### config.mk
export PLATFORM = sky130hd
export DESIGN_NAME = icache_refill
export DESIGN_NICKNAME = d
export VERILOG_FILES = /design/src/common/icache_pkg.sv /design/src/icache/icache_refill.sv
export VERILOG_INCLUDE_DIRS = /design/src /design/src/common
export SDC_FILE = /design/constraint.sdc
export NUM_CORES = 1
export LEC_CHECK = 0
export BUFFER_PORTS_ARGS = -buffer_cell sky130_fd_sc_hd__buf_4
export CORE_MARGIN = 2
export CORE_UTILIZATION = 51
export CTS_CLUSTER_SIZE = 30
export DETAILED_ROUTE_END_ITERATION = 16
export GPL_TIMING_DRIVEN = 0
export HOLD_SLACK_MARGIN = 0.08
export PLACE_DENSITY = 0.85
export REMOVE_ABC_BUFFERS = 1
export SETUP_SLACK_MARGIN = 0.5
export SYNTH_ARGS = -nofsm -noshare
export SYNTH_HDL_FRONTEND = slang
export SYNTH_SLANG_ARGS = --single-unit
### constraint.sdc
create_clock -name Clk -period 4.9 [get_ports Clk]
set_input_delay 0.735 -clock Clk [delete_from_list [all_inputs] [get_ports Clk]]
set_output_delay 0.735 -clock Clk [all_outputs]
set_load 0.03 [all_outputs]
### src/common/icache_defs.svh
`ifndef ICACHE_DEFS_SVH
`define ICACHE_DEFS_SVH

// Cache geometry

// Number of sets
`define ICACHE_NUM_SETS 8

// Associativity
`define ICACHE_NUM_WAYS 4

// 32-bit words per line
`define ICACHE_BLOCK_WORDS 4

// Byte address width on core and memory side
`define ICACHE_ADDR_W 32

`endif

### src/common/icache_pkg.sv
`default_nettype none

`include "icache_defs.svh"

package icache_pkg;

    localparam int SET_BITS  = $clog2(`ICACHE_NUM_SETS);
    localparam int WAY_BITS  = $clog2(`ICACHE_NUM_WAYS);
    localparam int OFF_BITS  = $clog2(`ICACHE_BLOCK_WORDS);
    // Two byte-select bits below the word offset
    localparam int TAG_BITS  = `ICACHE_ADDR_W - SET_BITS - OFF_BITS - 2;

    typedef logic [`ICACHE_ADDR_W-1:0] addr_t;
    typedef logic [31:0]               word_t;
    typedef logic [SET_BITS-1:0]       set_idx_t;
    typedef logic [WAY_BITS-1:0]       way_t;
    typedef logic [OFF_BITS-1:0]       word_off_t;
    typedef logic [TAG_BITS-1:0]       tag_t;

    // Whole cache line, word 0 in the low bits
    typedef word_t [`ICACHE_BLOCK_WORDS-1:0] line_t;

    // Address split, MSB first
    typedef struct packed {
        tag_t      tag;
        set_idx_t  set_idx;
        word_off_t word_off;
        logic [1:0] byte_off;
    } fetch_addr_t;

    typedef enum logic [1:0] {
        IDLE,
        LOOKUP,
        MISS_WAIT,
        RESPOND
    } cache_state_e;

endpackage

`default_nettype wire

### src/icache/icache_refill.sv
`timescale 1ns/1ps
`default_nettype none

`include "icache_defs.svh"

module icache_refill
    import icache_pkg::*;
(
    input  logic  Clk,
    input  logic  arst_n,
    input  logic  refill_start,
    input  word_t mem_data_in,
    input  logic  mem_data_ready,
    output logic  line_done,
    output line_t fill_line
);

    localparam word_off_t LAST_WORD = word_off_t'(`ICACHE_BLOCK_WORDS - 1);

    word_off_t word_cnt;
    logic      active;
    logic      take_word;

    // Strobes outside a refill are dropped
    assign take_word = active && mem_data_ready;

    always_ff @(posedge Clk or negedge arst_n) begin
        if (!arst_n) begin
            word_cnt  <= '0;
            active    <= 1'b0;
            line_done <= 1'b0;
        end else begin
            line_done <= 1'b0;
            if (refill_start) begin
                word_cnt <= '0;
                active   <= 1'b1;
            end else if (take_word) begin
                word_cnt <= word_cnt + word_off_t'(1);
                if (word_cnt == LAST_WORD) begin
                    active    <= 1'b0;
                    line_done <= 1'b1;
                end
            end
        end
    end

    // Line buffer, held until the next refill overwrites it
    always_ff @(posedge Clk) begin
        if (take_word) begin
            fill_line[word_cnt] <= mem_data_in;
        end
    end

endmodule

`default_nettype wire

==> insert_results.sql <==
INSERT INTO impl_metrics (metric_group, metric, value, unit) VALUES
('run_status', 'run_status', 'complete, no violations', ''),
('setup_path', 'crit-reg2reg-capture', 'fill_line[31]$_DFFE_PP_', ''),
('clock_tree', 'numCtsBuffers', '17', ''),
('floorplanning', 'rows', '32', ''),
('placed_design', 'place.detailed.hpwl', '4.85', 'mm'),
('setup_path', 'worst-endpoint-arrival', '1950', 'ps'),
('route', 'route.detailed.drc', '0', ''),
('pwr', 'netSwitchingPower', '0.000603', 'W'),
('global_routing', 'number_of_antenna_violations_at_the_first_check_in_global_routing', '0', ''),
('sta', 'report.final.slew_viol_count', '0', ''),
('clock_tree', 'cts_resized', '0', ''),
('min_path', 'min-delay-path-class', 'in -> reg', ''),
('floorplanning', 'initial_core_util', '0.528', ''),
('route', 'postRouteAntennaNets', '0', ''),
('synthesis', 'synth_top_cell_area_share', '0.938', ''),
('clock_tree', 'clockRootBuffer', 'sky130_fd_sc_hd__clkbuf_8', ''),
('clock_tree', 'clock-sinks', '132', ''),
('synthesis', 'ys_ff_latch', '132', ''),
('pwr', 'vdd_drop_max', '0.286', 'mV'),
('global_routing', 'grt_max_degree', '34', ''),
('setup_path', 'critical_path_buf_inv_count', '1', ''),
('final_layout', 'fillCellCount', '429', ''),
('route', 'total_number_of_vias', '2112', ''),
('synthesis', 'syn_area', '0.00410', 'mm^2'),
('final_layout', 'finish.instance_area', '0.00606', 'mm^2'),
('final_layout', 'final_nets', '375', ''),
('route', 'dr_pass1_iterations', '4', ''),
('floorplanning', 'die_area', '0.00877', 'mm^2'),
('synthesis', 'dominantRegCellSynth', 'sky130_fd_sc_hd__edfxtp_1', ''),
('min_path', 'hold_path_startpoint', 'mem_data_in[18]', ''),
('sta', 'slew-limit-headroom', '0.420', ''),
('global_routing', 'grt_util_all_layers', '0.179', ''),
('route', 'final_wl', '7.64', 'mm'),
('synthesis', 'netlist-cell-type-count', '14', ''),
('pwr', 'seqPwrFrac', '0.476', ''),
('clock_tree', 'cts.reportedPaths.clkPinSlew', '60', 'ps'),
('setup_path', 'critical_path.endpoint_type', 'flip-flop', ''),
('setup_path', 'cp_slowest_stage_delay', '770', 'ps'),
('sta', 'maximum_achievable_frequency', '548', 'MHz'),
('floorplanning', 'coreArea', '0.00777', 'mm^2'),
('synthesis', 'yosys-top-cells-area', 'sky130_fd_sc_hd__edfxtp_1, sky130_fd_sc_hd__dfrtp_1, sky130_fd_sc_hd__ha_1', ''),
('setup_path', 'worst-endpoint-required', '5020', 'ps'),
('setup_path', 'cells_traversed_along_the_worst_timing_path', 'inv_1 > ha_1 > and3_2', ''),
('sta', 'fin_hold_ws', '430', 'ps'),
('global_routing', 'overflow', '0', ''),
('setup_path', 'crit_fanout', '32', ''),
('sta', 'period_needed', '1820', 'ps'),
('synthesis', 'ys_seq_area_frac', '0.962', ''),
('pwr', 'share_clk_of_total_power', '0.447', ''),
('synthesis', 'synth_enable_flop_cells', '128', ''),
('min_path', 'min_path_cells', '1', ''),
('final_layout', 'area.growth.synth_to_final', '47.9', '%'),
('sta', 'fin_worst_skew', '8.08', 'ps'),
('global_routing', 'number_of_global_route_vias_before_repair', '2092', ''),
('clock_tree', 'clock_latency', '500', 'ps'),
('setup_path', 'timing.rr.start', 'word_cnt[0]$_DFFE_PN0P_', ''),
('sta', 'share_of_the_cycle_needed_by_the_critical_path_after_routing', '0.372', ''),
('setup_path', 'regToRegSetupSlack', '3080', 'ps'),
('setup_path', 'cpLargestDelayFamily', 'simple AND/OR/NAND/NOR gates', ''),
('synthesis', 'library_cell_with_the_highest_instance_count_after_synthesis', 'sky130_fd_sc_hd__edfxtp_1', ''),
('sta', 'fin_setup_tns', '0', 'ps'),
('pwr', 'switching_share', '0.219', ''),
('route', 'detail_route.vias_per_cell', '4.69', ''),
('clock_tree', 'tritoncts', 'done', ''),
('min_path', 'holdPathEnd', 'fill_line[82]$_DFFE_PP_', ''),
('flow_run', 'cap_violations', '0', ''),
('sta', 'setup_ws', '3080', 'ps'),
('sta', 'timing.final.hold_violations', '0', ''),
('synthesis', 'synth_commonest_cells', 'sky130_fd_sc_hd__edfxtp_1, sky130_fd_sc_hd__dfrtp_1, sky130_fd_sc_hd__ha_1', ''),
('sta', 'rsz_0062_raised_after_global_routing', 'false', ''),
('route', 'wire_per_inst', '17.0', 'um');
per-layer routing:
metal / GRT usage / up-vias / routed length [um]
li1: - / 973 / -
met1: 0.207 / 1019 / 2920
met2: 0.288 / 112 / 3950
met3: 0.0782 / 8 / 669
met4: 0.0870 / 0 / 107
met5: 0 / - / 0
worst max path at each step:
stage,from,to,slack [ps],cells past startpoint
final,word_cnt[0]$_DFFE_PN0P_,fill_line[31]$_DFFE_PP_,3080,3
after global placement,mem_data_ready,fill_line[112]$_DFFE_PP_,2290,2
after detailed placement,mem_data_ready,fill_line[35]$_DFFE_PP_,2860,2
after CTS,fill_line[107]$_DFFE_PP_,fill_line[107],3040,1
after global routing,word_cnt[0]$_DFFE_PN0P_,fill_line[4]$_DFFE_PP_,2950,3
after floorplan,mem_data_ready,fill_line[100]$_DFFE_PP_,2940,1
per-stage QoR:
step	util	cells	power, W
finish	0.780	450	0.00275
global route	0.780	450	0.00284
CTS	0.780	450	0.00277
detailed placement	0.703	417	0.00155
global placement	0.702	417	0.00154
floorplan	-	151	0.00144
cells in the final DEF, fill, tap and decap left out, drive strengths merged, types with 2 or more instances in the layout:
master,n
edfxtp,128
clkinv,5
ha,4
bufinv,3
and3,4
dfrtp,4
inv,6
nor2b,2
buf,164
clkbuf,19
area by class of cell:
type	count	area, um^2	area share
Clock inverter	13	173	0.0285
Multi-Input combinational cell	17	148	0.0244
Inverter	2	7.51	0.00124
Tap cell	102	128	0.0211
Sequential cell	132	3940	0.651
Timing Repair Buffer	165	1240	0.205
Clock buffer	19	422	0.0696
registers in the layout, indices dropped and copies added (netlist names):
register / cells
word_cnt: 2
fill_line: 128
line_done: 1
active: 1
kinds of logic (layout without fill, tap and decap cells):
kind of cell / count (synthesis) / in the layout / synth area share
fa+ha+maj: 4 / 4 / 0.0122
compound gates: 2 / 2 / 0.00367
buf+inv: 2 / 199 / 0.00183
mux: 1 / 1 / 0.00366
flops: 132 / 132 / 0.962
simple gates: 10 / 10 / 0.0162
power by group through the flow:
stage          sequential, W  clock [W]  combinational, W
6_report             0.00131    0.00123          0.000213
5_1_grt              0.00131    0.00130          0.000225
4_1_cts              0.00131    0.00125          0.000215
3_5_place_dp         0.00133          0          0.000215
3_3_place_gp         0.00133          0          0.000211
2_1_floorplan        0.00141          0         0.0000250
what timing repair did:
| action | in CTS | in global routing |
|---|---|---|
| endpoints found under the hold margin | 4 | 0 |
| buffers inserted | 0 | 0 |
| hold buffers | 1 | 0 |
Power figures use the tool's default switching activity.
