## src/common/icache_defs.svh

```systemverilog
`ifndef ICACHE_DEFS_SVH
`define ICACHE_DEFS_SVH

// Cache geometry

// Number of sets
`define ICACHE_NUM_SETS 8

// Associativity
`define ICACHE_NUM_WAYS 4

// 32-bit words per line
`define ICACHE_BLOCK_WORDS 4

// Byte address width on core and memory side
`define ICACHE_ADDR_W 32

`endif

```

## src/common/icache_pkg.sv

```systemverilog
`default_nettype none

`include "icache_defs.svh"

package icache_pkg;

    localparam int SET_BITS  = $clog2(`ICACHE_NUM_SETS);
    localparam int WAY_BITS  = $clog2(`ICACHE_NUM_WAYS);
    localparam int OFF_BITS  = $clog2(`ICACHE_BLOCK_WORDS);
    // Two byte-select bits below the word offset
    localparam int TAG_BITS  = `ICACHE_ADDR_W - SET_BITS - OFF_BITS - 2;

    typedef logic [`ICACHE_ADDR_W-1:0] addr_t;
    typedef logic [31:0]               word_t;
    typedef logic [SET_BITS-1:0]       set_idx_t;
    typedef logic [WAY_BITS-1:0]       way_t;
    typedef logic [OFF_BITS-1:0]       word_off_t;
    typedef logic [TAG_BITS-1:0]       tag_t;

    // Whole cache line, word 0 in the low bits
    typedef word_t [`ICACHE_BLOCK_WORDS-1:0] line_t;

    // Address split, MSB first
    typedef struct packed {
        tag_t      tag;
        set_idx_t  set_idx;
        word_off_t word_off;
        logic [1:0] byte_off;
    } fetch_addr_t;

    typedef enum logic [1:0] {
        IDLE,
        LOOKUP,
        MISS_WAIT,
        RESPOND
    } cache_state_e;

endpackage

`default_nettype wire

```

## src/icache/icache_ctrl.sv

```systemverilog
`timescale 1ns/1ps
`default_nettype none

module icache_ctrl
    import icache_pkg::*;
(
    input  logic        Clk,
    input  logic        arst_n,
    input  logic        read_en,
    input  addr_t       read_addr,
    output word_t       instruction,
    output logic        ready,
    output logic        busy,
    output addr_t       mem_read_addr,
    output logic        mem_read_req,
    output fetch_addr_t lookup_addr,
    input  logic        hit,
    input  word_t       hit_word,
    output logic        fill_en,
    output logic        refill_start,
    input  logic        line_done,
    input  line_t       fill_line
);

    cache_state_e state;
    fetch_addr_t  line_addr;
    logic         accept;
    logic         miss;

    // New fetches only while not busy
    assign accept = read_en && !busy;
    assign miss   = (state == LOOKUP) && !hit;

    // Commit in the line_done cycle
    assign fill_en = (state == MISS_WAIT) && line_done;

    always_comb begin
        line_addr          = lookup_addr;
        line_addr.word_off = '0;
        line_addr.byte_off = '0;
    end

    always_ff @(posedge Clk or negedge arst_n) begin
        if (!arst_n) begin
            state        <= IDLE;
            ready        <= 1'b0;
            busy         <= 1'b0;
            mem_read_req <= 1'b0;
            refill_start <= 1'b0;
        end else begin
            ready        <= 1'b0;
            mem_read_req <= 1'b0;
            refill_start <= 1'b0;
            case (state)
                IDLE, RESPOND: begin
                    if (accept) begin
                        busy  <= 1'b1;
                        state <= LOOKUP;
                    end else begin
                        state <= IDLE;
                    end
                end
                LOOKUP: begin
                    if (hit) begin
                        ready <= 1'b1;
                        busy  <= 1'b0;
                        state <= IDLE;
                    end else begin
                        mem_read_req <= 1'b1;
                        refill_start <= 1'b1;
                        state        <= MISS_WAIT;
                    end
                end
                MISS_WAIT: begin
                    if (line_done) begin
                        ready <= 1'b1;
                        busy  <= 1'b0;
                        state <= RESPOND;
                    end
                end
                default: state <= IDLE;
            endcase
        end
    end

    // Address and data payload
    always_ff @(posedge Clk) begin
        if (accept) begin
            lookup_addr <= fetch_addr_t'(read_addr);
        end
        if (miss) begin
            mem_read_addr <= addr_t'(line_addr);
        end
        if ((state == LOOKUP) && hit) begin
            instruction <= hit_word;
        end else if (fill_en) begin
            instruction <= fill_line[lookup_addr.word_off];
        end
    end

endmodule

`default_nettype wire

```

## config.mk

```make
export PLATFORM = sky130hd
export DESIGN_NAME = icache_ctrl
export DESIGN_NICKNAME = d
export VERILOG_FILES = /design/src/common/icache_pkg.sv /design/src/icache/icache_ctrl.sv
export VERILOG_INCLUDE_DIRS = /design/src /design/src/common
export SDC_FILE = /design/constraint.sdc
export NUM_CORES = 1
export LEC_CHECK = 0
export ABC_AREA = 1
export BUFFER_PORTS_ARGS = -buffer_cell sky130_fd_sc_hd__buf_4
export CORE_MARGIN = 10
export CORE_UTILIZATION = 47
export CTS_CLUSTER_DIAMETER = 50
export DETAILED_ROUTE_END_ITERATION = 12
export MAX_ROUTING_LAYER = met4
export PLACE_DENSITY = 0.89
export SYNTH_ARGS = -nofsm -noshare
export SYNTH_HDL_FRONTEND = slang
export SYNTH_SLANG_ARGS = --single-unit
```

## constraint.sdc

```tcl
create_clock -name Clk -period 3.53 [get_ports Clk]
set_clock_uncertainty 0.2 [all_clocks]
set_input_delay 1.059 -clock Clk [delete_from_list [all_inputs] [get_ports Clk]]
set_output_delay 1.059 -clock Clk [all_outputs]
set_load 0.01 [all_outputs]
```

==> results.sh, run 1 <==
export IMPL_ant_nets=0
export IMPL_path_buf_inv=3
export IMPL_cp_slowest_cell="buf_4"
export IMPL_ir_worst_vdd_mv=0.212
export IMPL_area_delta_synth_final_pct=48.2
export IMPL_worst_pin_slew_ns=1.03
export IMPL_post_cts_buffers=0
export IMPL_rsz0062_at_grt="false"
export IMPL_drc=0
export IMPL_first_global_vias=4729
export IMPL_row_count=37
export IMPL_use_met1=0.244
export IMPL_start_util=0.484
export IMPL_p_per_area_mw_per_mm2=290
export IMPL_syn_area_sq_mm=0.00502
export IMPL_grt_max_degree=47
export IMPL_cts_tree="done"
export IMPL_coreArea_sq_mm=0.0104
export IMPL_grt_overflow=0
export IMPL_wire_per_inst_microns=17.6
export IMPL_layout_commonest_cell="buf_4"
export IMPL_final_min_clock_period_ns=2.72
export IMPL_cts_hold_buf=0
export IMPL_die_area_sq_mm=0.0152
export IMPL_globalRouteMet3Util=0.0529
export IMPL_grt_pass1_wl_microns=25800
export IMPL_final_cell_mix="buf_4, nand2_1, inv_1, edfxtp_1, nand3_1"
export IMPL_layout_nets=1090
export IMPL_insertion_delay_ns=0.35
export IMPL_numCtsBuffers=9
export IMPL_cpPeakStageDelay_ns=0.14
export IMPL_slew_viol_final=0
export IMPL_synthDistinctLibCells=15
export IMPL_clkTransAtPathRegs_ns=0.10
export IMPL_power_leakage_nw=4.04
export IMPL_hold_viol=0
export IMPL_fp_dieW_microns=123
export IMPL_cts_root_buf="clkbuf_8"
export IMPL_hold_slack_ns=0.256
export IMPL_critPathTopFamily="buffers and inverters"
export IMPL_critPathKind="primary input to primary output"
export IMPL_die_height_microns=123
export IMPL_crit_top_cell="buf_4"
export IMPL_portBuffers=293
export IMPL_max_slew_margin=0.311
export IMPL_cts_max_level=3
export IMPL_antenna_found_initial=0
export IMPL_cp_arrival_ns=1.46
export IMPL_critPathCaptureType="primary output"
export IMPL_yosysWarnings=0
export IMPL_post_cts_resized=0
export IMPL_ys_seq_elements=97
export IMPL_synth_cells=605
export IMPL_crit_fanout=3
export IMPL_setup_violations=0
export IMPL_layout_worst_path_cycle_share=0.770
export IMPL_status="completed"
export IMPL_start_kind="primary input"
export IMPL_clock_path_buffers=2
export IMPL_antenna_cells=0
export IMPL_yosysSeqAreaShare=0.575
export IMPL_dpl_hpwl_microns=14500
export IMPL_wirelength_microns=18100
export IMPL_vias=4795
export IMPL_crit_required_ns=2.27
export IMPL_vias_per_cell=4.65
export IMPL_finalSetupTns_ns=0
export IMPL_drive_gt1_frac=0.356
export IMPL_fmax_ghz=0.368
export IMPL_dr_pass1_iters=5
export IMPL_grt_util_met2=0.420
export IMPL_grt_busiest_layer="met2"
export IMPL_clkSinkCount=97
export IMPL_avgSynthCellArea_sq_um=8.30
export IMPL_ios=298
export IMPL_maxCapViolCount=0
export IMPL_place_gp_congestion=0.910
export IMPL_first_iter_violations=330
export IMPL_crit_chain="buf_4, nand2_1, inv_1, buf_4"
export IMPL_gr_usage_all_layers=0.232
export IMPL_min_path_type="flop to flop"
==> logic make-up (layout without fill, tap and decap cells) <==
| kind of cell | after synthesis | count (layout) | synth area share |
|---|---|---|---|
| compound gates | 4 | 4 | 0.00424 |
| fa+ha+maj | 3 | 3 | 0.00748 |
| buf+inv | 167 | 454 | 0.147 |
| flops | 97 | 97 | 0.575 |
| other cells | 1 | 4 | 0.000747 |
| simple gates | 333 | 333 | 0.266 |
==> synthesized netlist by cell type <==
master / n / area, sq um
ha_1: 3 / 37.5
o22ai_1: 1 / 6.26
o21ai_0: 1 / 5.00
buf_6: 8 / 90.1
buf_2: 15 / 75.1
conb_1: 1 / 3.75
edfxtp_1: 92 / 2760
inv_2: 1 / 3.75
nor2_1: 3 / 11.3
nand3_1: 67 / 335
buf_4: 8 / 60.1
a21oi_1: 2 / 10.0
inv_1: 135 / 507
nand2_1: 263 / 987
dfrtp_1: 5 / 125
==> layout make-up <==
type | count | area (sq um)
multi-input combinational | 344 | 1410
clock inverter | 6 | 52.6
fill | 804 | 2930
tap | 136 | 170
timing repair buffer | 302 | 2280
inverter | 136 | 510
clock buffer | 10 | 128
sequential | 97 | 2890
==> flip-flops by register name (all words and copies together) (netlist names) <==
name	count
mem_read_addr	28
busy	1
lookup_addr	32
refill_start	1
state	2
instruction	32
ready	1
==> routing by layer <==
metal	up-vias	routed length [microns]
li1	2390	-
met1	2160	6350
met2	212	10100
met3	33	1250
met4	0	414
met5	-	0
==> metrics by stage <==
| stage | utilization | area [sq um] | setup WS, ns | cells | power (mW) |
|---|---|---|---|---|---|
| finish | 0.717 | 7440 | 0.813 | 1031 | 2.16 |
| global route | 0.717 | 7440 | 0.768 | 1031 | 2.24 |
| CTS | 0.717 | 7440 | 0.808 | 1031 | 2.17 |
| detailed placement | 0.700 | 7260 | 0.812 | 1015 | 1.51 |
| global placement | 0.700 | 7260 | 0.819 | 1015 | 1.50 |
| floorplan | - | 5030 | 0.399 | 608 | 1.34 |
==> power breakdown <==
group          internal, mW  leakage (nW)  switching [mW]  total, mW
logic                 0.161          3.07          0.0762      0.238
clock network         0.267        0.0786           0.405      0.672
registers              1.25         0.891               0       1.25
==> worst paths after layout <==
kind	start	to	slack, ns	cells past startpoint
min	lookup_addr[30]	mem_read_addr[30]	0.26	0
max reg2reg	lookup_addr[2]	instruction[0]	1.20	7
max in group asynchronous	arst_n	ready	2.73	1
max	line_done	fill_en	0.81	4
min in group asynchronous	arst_n	busy	0.29	1
min reg2reg	lookup_addr[30]	mem_read_addr[30]	0.26	0
(Power assumes the default switching activity.)
==> run 2: changes to the inputs <==
--- a/config.mk
+++ b/config.mk
@@ -9,11 +9,11 @@
 export ABC_AREA = 1
 export BUFFER_PORTS_ARGS = -buffer_cell sky130_fd_sc_hd__buf_4
 export CORE_MARGIN = 10
-export CORE_UTILIZATION = 47
+export CORE_UTILIZATION = 44
 export CTS_CLUSTER_DIAMETER = 50
 export DETAILED_ROUTE_END_ITERATION = 12
 export MAX_ROUTING_LAYER = met4
-export PLACE_DENSITY = 0.89
+export PLACE_DENSITY = 0.84
 export SYNTH_ARGS = -nofsm -noshare
 export SYNTH_HDL_FRONTEND = slang
 export SYNTH_SLANG_ARGS = --single-unit
==> constraint.sdc (replaced) <==
create_clock -name Clk -period 2.6 [get_ports Clk]
set_clock_uncertainty 0.2 [all_clocks]
set_input_delay 0.78 -clock Clk [delete_from_list [all_inputs] [get_ports Clk]]
set_output_delay 0.78 -clock Clk [all_outputs]
set_load 0.01 [all_outputs]
==> results.sh, run 2 (synthesis gave the netlist of run 1 again) <==
export IMPL_final_min_clock_period_ns=2.30
export IMPL_clkTransAtPathRegs_ns=0.07
export IMPL_clock_power_share=0.392
export IMPL_insertion_delay_ns=0.33
export IMPL_power_frac_seq=0.512
export IMPL_row_count=38
export IMPL_post_cts_resized=0
export IMPL_drc=0
export IMPL_first_iter_violations=347
export IMPL_layout_worst_path_cycle_share=0.885
export IMPL_cpPeakStageDelay_ns=0.40
export IMPL_antenna_found_initial=0
export IMPL_ios=298
export IMPL_p_sw_mw=0.701
export IMPL_start_kind="flop"
export IMPL_power_share_combinational=0.096
export IMPL_dpl_hpwl_microns=14100
export IMPL_area_delta_synth_final_pct=51.5
export IMPL_coreArea_sq_mm=0.0110
export IMPL_power_leakage_nw=4.13
export IMPL_critPathKind="flop to primary output"
export IMPL_grt_overflow=0
export IMPL_wl_met3_microns=1050
export IMPL_die_area_sq_mm=0.0161
export IMPL_fill_cells=887
export IMPL_grt_pass1_wl_microns=25700
export IMPL_vias=4738
export IMPL_first_global_vias=4727
export IMPL_rsz0062_at_grt="false"
export IMPL_fmax_ghz=0.435
export IMPL_antenna_cells=0
export IMPL_wirelength_microns=17600
export IMPL_dp_slack_ns=0.416
export IMPL_setup_violations=0
export IMPL_crit_required_ns=1.62
export IMPL_crit_top_cell="inv_1"
export IMPL_numCtsBuffers=9
export IMPL_gr_usage_all_layers=0.210
export IMPL_total_power_mw=3.31
export IMPL_layout_commonest_cell="buf_4"
export IMPL_cts_tree="done"
export IMPL_status="completed"
export IMPL_crit_chain="inv_1, ha_1, nand2_1, inv_1, buf_4"
export IMPL_top_layer="met4"
export IMPL_crit_fanout=4
export IMPL_slew_viol_final=0
export IMPL_cts_root_buf="clkbuf_16"
export IMPL_fin_util=0.693
export IMPL_final_cell_mix="buf_4, nand2_1, inv_1, edfxtp_1, nand3_1"
export IMPL_timing_final_ws_setup_ns=0.299
export IMPL_p_sw_frac=0.212
export IMPL_finalSetupTns_ns=0
export IMPL_routed_wl_met2_microns=9680
export IMPL_top_regs="instruction (32), lookup_addr (32), mem_read_addr (28)"
export IMPL_critPathCaptureType="primary output"
export IMPL_m1WireLength_microns=6530
export IMPL_fp_dieW_microns=127
export IMPL_maxCapViolCount=0
export IMPL_p_int_mw=2.61
export IMPL_post_cts_buffers=0
export IMPL_cp_arrival_ns=1.32
export IMPL_start_util=0.457
export IMPL_vias_per_cell=4.56
export IMPL_hold_viol=0
export IMPL_die_height_microns=127
export IMPL_clock_path_buffers=2
export IMPL_ant_nets=0
export IMPL_layout_nets=1093
export IMPL_hold_slack_ns=0.0317
export IMPL_p_per_area_mw_per_mm2=435
export IMPL_drive_gt1_frac=0.360
export IMPL_portBuffers=293
export IMPL_clkSinkCount=97
export IMPL_place_gp_congestion=0.921
export IMPL_cts_max_level=3
export IMPL_grt_max_degree=63
export IMPL_min_path_type="primary input to asynchronous set/reset pin"
export IMPL_wire_per_inst_microns=16.9
export IMPL_cts_hold_buf=0
export IMPL_cp_slowest_cell="dfrtp_1"
export IMPL_ir_worst_vdd_mv=0.281
export IMPL_dr_pass1_iters=7
-- run 2: changes by cell type in the layout (fill, tap and decap cells not counted), sizes merged --
cell | before | now
buf | 302 | 305
clkinv | 0 | 3
clkinvlp | 4 | 0
inv | 138 | 139
-- run 2: layer usage --
metal  GRT usage  vias up
li1            -     2392
met1       0.215     2150
met2       0.385      176
met3      0.0550       20
met4      0.0616        0
met5           -        -
-- run 2: worst max-delay path: cells and delay by family (launching register included) --
kind	cells	cell delay, ns
flops	1	0.40
buf+inv	3	0.26
fa+ha+maj	1	0.22
simple gates	1	0.11
-- run 2: cell type report --
class	count	area (sq um)	share of cell area
Tap cell	140	175	0.0230
Sequential cell	97	2890	0.380
Multi-Input combinational cell	344	1410	0.185
Inverter	136	510	0.0671
Clock buffer	10	239	0.0314
Clock inverter	6	57.6	0.00757
Timing Repair Buffer	305	2330	0.306
-- run 2: power by group through the flow --
stage	Clock, mW	Sequential [mW]	Combinational, mW
floorplan	0	1.73	0.0856
global placement	0	1.73	0.310
detailed placement	0	1.73	0.318
CTS	1.32	1.70	0.319
global route	1.37	1.69	0.355
finish	1.30	1.70	0.319
-- run 2: per-stage QoR --
step	area (sq um)	std cells
floorplan	5030	608
global placement	7310	1022
detailed placement	7310	1022
CTS	7610	1038
global route	7610	1038
finish	7610	1038
-- run 2: final timing paths --
path,start,to,slack (ns),cells past startpoint
hold reg to reg,lookup_addr[12],mem_read_addr[12],0.25,0
max in group asynchronous,arst_n,ready,2.06,1
setup / recovery,state[0],fill_en,0.30,5
min in group Clk,lookup_addr[12],mem_read_addr[12],0.25,0
setup reg to reg,state[1],instruction[0],0.70,6
hold / removal,arst_n,busy,0.03,1
==> run 3: changes to the inputs <==
--- a/config.mk
+++ b/config.mk
@@ -6,11 +6,11 @@
 export SDC_FILE = /design/constraint.sdc
 export NUM_CORES = 1
 export LEC_CHECK = 0
-export ABC_AREA = 1
 export BUFFER_PORTS_ARGS = -buffer_cell sky130_fd_sc_hd__buf_4
+export CORE_ASPECT_RATIO = 0.5
 export CORE_MARGIN = 10
-export CORE_UTILIZATION = 44
-export CTS_CLUSTER_DIAMETER = 50
+export CORE_UTILIZATION = 42
+export CTS_CLUSTER_DIAMETER = 100
 export DETAILED_ROUTE_END_ITERATION = 12
 export MAX_ROUTING_LAYER = met4
 export PLACE_DENSITY = 0.84
==> results.sh, run 3 <==
export IMPL_routed_wl_met2_microns=8840
export IMPL_antenna_found_initial=0
export IMPL_yosysWarnings=0
export IMPL_slew_viol_final=0
export IMPL_place_gp_congestion=0.855
export IMPL_cp_slowest_cell="dfrtp_1"
export IMPL_insertion_delay_ns=0.34
export IMPL_power_leakage_nw=3.13
export IMPL_numCtsBuffers=9
export IMPL_grt_max_degree=47
export IMPL_clock_power_share=0.290
export IMPL_stdcell_count=709
export IMPL_p_sw_frac=0.276
export IMPL_cpPeakStageDelay_ns=0.40
export IMPL_finalSetupTns_ns=0
export IMPL_crit_required_ns=1.62
export IMPL_row_count=26
export IMPL_fin_util=0.691
export IMPL_top_regs="instruction (32), lookup_addr (32), mem_read_addr (28)"
export IMPL_syn_area_sq_mm=0.00443
export IMPL_hold_viol=0
export IMPL_crit_top_cell="inv_1"
export IMPL_clkTransAtPathRegs_ns=0.08
export IMPL_synthArstFlopShare=0.0515
export IMPL_drive_gt1_frac=0.615
export IMPL_die_area_sq_mm=0.0153
export IMPL_crit_fanout=4
export IMPL_synth_top_flop_cell="edfxtp_1"
export IMPL_post_cts_resized=0
export IMPL_top_layer="met4"
export IMPL_vias_per_cell=4.90
export IMPL_fmax_ghz=0.432
export IMPL_layout_commonest_cell="buf_4"
export IMPL_status="completed"
export IMPL_wl_met3_microns=1050
export IMPL_layout_worst_path_cycle_share=0.890
export IMPL_rrSetupSlack_ns=0.35
export IMPL_start_kind="flop"
export IMPL_post_place_cells=693
export IMPL_first_iter_violations=203
export IMPL_m1WireLength_microns=5750
export IMPL_synth_top_cell_area_share=0.623
export IMPL_max_slew_margin=0.381
export IMPL_rsz0062_at_grt="false"
export IMPL_grt_overflow=0
export IMPL_start_util=0.433
export IMPL_wire_per_inst_microns=22.4
export IMPL_synth_commonest_cells="edfxtp_1, mux2i_1, nor2_1"
export IMPL_gr_usage_all_layers=0.198
export IMPL_p_sw_mw=1.21
export IMPL_portBuffers=293
export IMPL_layout_nets=764
export IMPL_r2r_start="state[0]"
export IMPL_die_height_microns=92.6
export IMPL_cts_root_buf="clkbuf_16"
export IMPL_power_frac_seq=0.453
export IMPL_p_int_mw=3.17
export IMPL_synth_top_cells_by_area="edfxtp_1, mux2i_1, a221oi_2, dfrtp_1, nor2_1"
export IMPL_drc=0
export IMPL_synth_edf_count=92
export IMPL_cts_max_level=3
export IMPL_cts_tree="done"
export IMPL_ios=298
export IMPL_yosysSeqAreaShare=0.651
export IMPL_maxCapViolCount=0
export IMPL_ys_seq_elements=97
export IMPL_wirelength_microns=15900
export IMPL_avgSynthCellArea_sq_um=16.4
export IMPL_synth_most_common_cell="edfxtp_1"
export IMPL_synth_cells=271
export IMPL_post_cts_buffers=0
export IMPL_critPathKind="flop to primary output"
export IMPL_first_global_vias=3854
export IMPL_worst_pin_slew_ns=0.928
export IMPL_dr_pass1_iters=4
export IMPL_final_cell_mix="buf_4, edfxtp_1, mux2i_1, nor2_1, a221oi_2"
export IMPL_clock_path_buffers=2
export IMPL_critPathCaptureType="primary output"
export IMPL_final_min_clock_period_ns=2.31
export IMPL_p_per_area_mw_per_mm2=620
export IMPL_clkSinkCount=97
export IMPL_cts_hold_buf=0
export IMPL_power_share_combinational=0.257
export IMPL_fp_dieW_microns=165
export IMPL_r2r_cells=4
export IMPL_cp_arrival_ns=1.33
export IMPL_area_delta_synth_final_pct=59.7
export IMPL_synthDistinctLibCells=22
export IMPL_antenna_cells=0
export IMPL_hold_slack_ns=0.0255
export IMPL_setup_violations=0
export IMPL_ant_nets=0
export IMPL_dpl_hpwl_microns=12900
export IMPL_total_power_mw=4.39
export IMPL_vias=3471
export IMPL_min_path_type="primary input to asynchronous set/reset pin"
export IMPL_grt_pass1_wl_microns=22200
export IMPL_fill_cells=733
export IMPL_crit_chain="inv_1, ha_1, nand2_1, inv_1, buf_4"
export IMPL_synth_top_cell_by_area="edfxtp_1"
export IMPL_coreArea_sq_mm=0.0102
export IMPL_ir_worst_vdd_mv=0.436
export IMPL_r2r_end="instruction[13]"
-- run 3: cell types whose count changed after synthesis, moves of 4 or more --
| cell | change |
|---|---|
| nor2_1 | +30 |
| buf_6 | -4 |
| nand3_1 | -67 |
| inv_1 | -132 |
| a221oi_2 | +30 |
| mux2i_1 | +66 |
| buf_2 | -10 |
| nand2_1 | -260 |
-- run 3: area by class of cell --
cell class	instances	area (sq um)	area share
clock inverter	7	62.6	0.00884
clock buffer	9	225	0.0318
tap	140	175	0.0247
inverter	3	11.3	0.00159
multi-input combinational	152	1410	0.199
sequential	97	2890	0.408
timing repair buffer	301	2310	0.326
-- run 3: how the worst max path moves through the flow --
stage,end,slack (ns),startpoint,cells past startpoint
floorplan,instruction[0],0.14,hit,3
detailed placement,instruction[13],0.09,hit,4
global placement,instruction[31],0.12,hit,4
global route,fill_en,0.21,state[0],5
finish,fill_en,0.29,state[0],5
CTS,fill_en,0.28,state[0],5
-- run 3: cells by family (layout without fill, tap and decap cells) --
group | count (synthesis) | count (layout) | synth area share
AOI/OAI and AO/OA | 37 | 37 | 0.113
adders and majority gates | 3 | 3 | 0.00847
buffers and inverters | 25 | 320 | 0.0378
DFF | 97 | 97 | 0.651
muxes | 66 | 66 | 0.149
other | 1 | 4 | 0.000846
and+or+nand+nor | 42 | 42 | 0.0392
-- run 3: per-layer routing --
layer  global-route usage  up-vias
met5                    -        -
met4               0.0443        0
met1                0.205     1678
met3               0.0579       15
met2                0.365      125
li1                     -     1653
-- run 3: through the flow --
step	instance area (sq um)	worst slack, ns
floorplan	4450	0.144
global placement	6790	0.124
detailed placement	6790	0.0944
CTS	7080	0.280
global route	7080	0.213
finish	7080	0.286
-- run 3: power groups by stage --
stage / registers, mW / logic (mW) / clock network, mW
finish: 1.99 / 1.13 / 1.27
global route: 2.00 / 1.20 / 1.36
CTS: 1.99 / 1.14 / 1.30
detailed placement: 2.02 / 1.14 / 0
global placement: 2.01 / 1.12 / 0
floorplan: 2.08 / 0.514 / 0
-- run 3: worst max-delay path: cells and delay by family, from the launching register on --
| family | cells | cell delay, ns |
|---|---|---|
| buffers and inverters | 3 | 0.26 |
| adder cells (fa/ha/maj) | 1 | 0.22 |
| AND/OR/NAND/NOR | 1 | 0.11 |
| flip-flops | 1 | 0.40 |
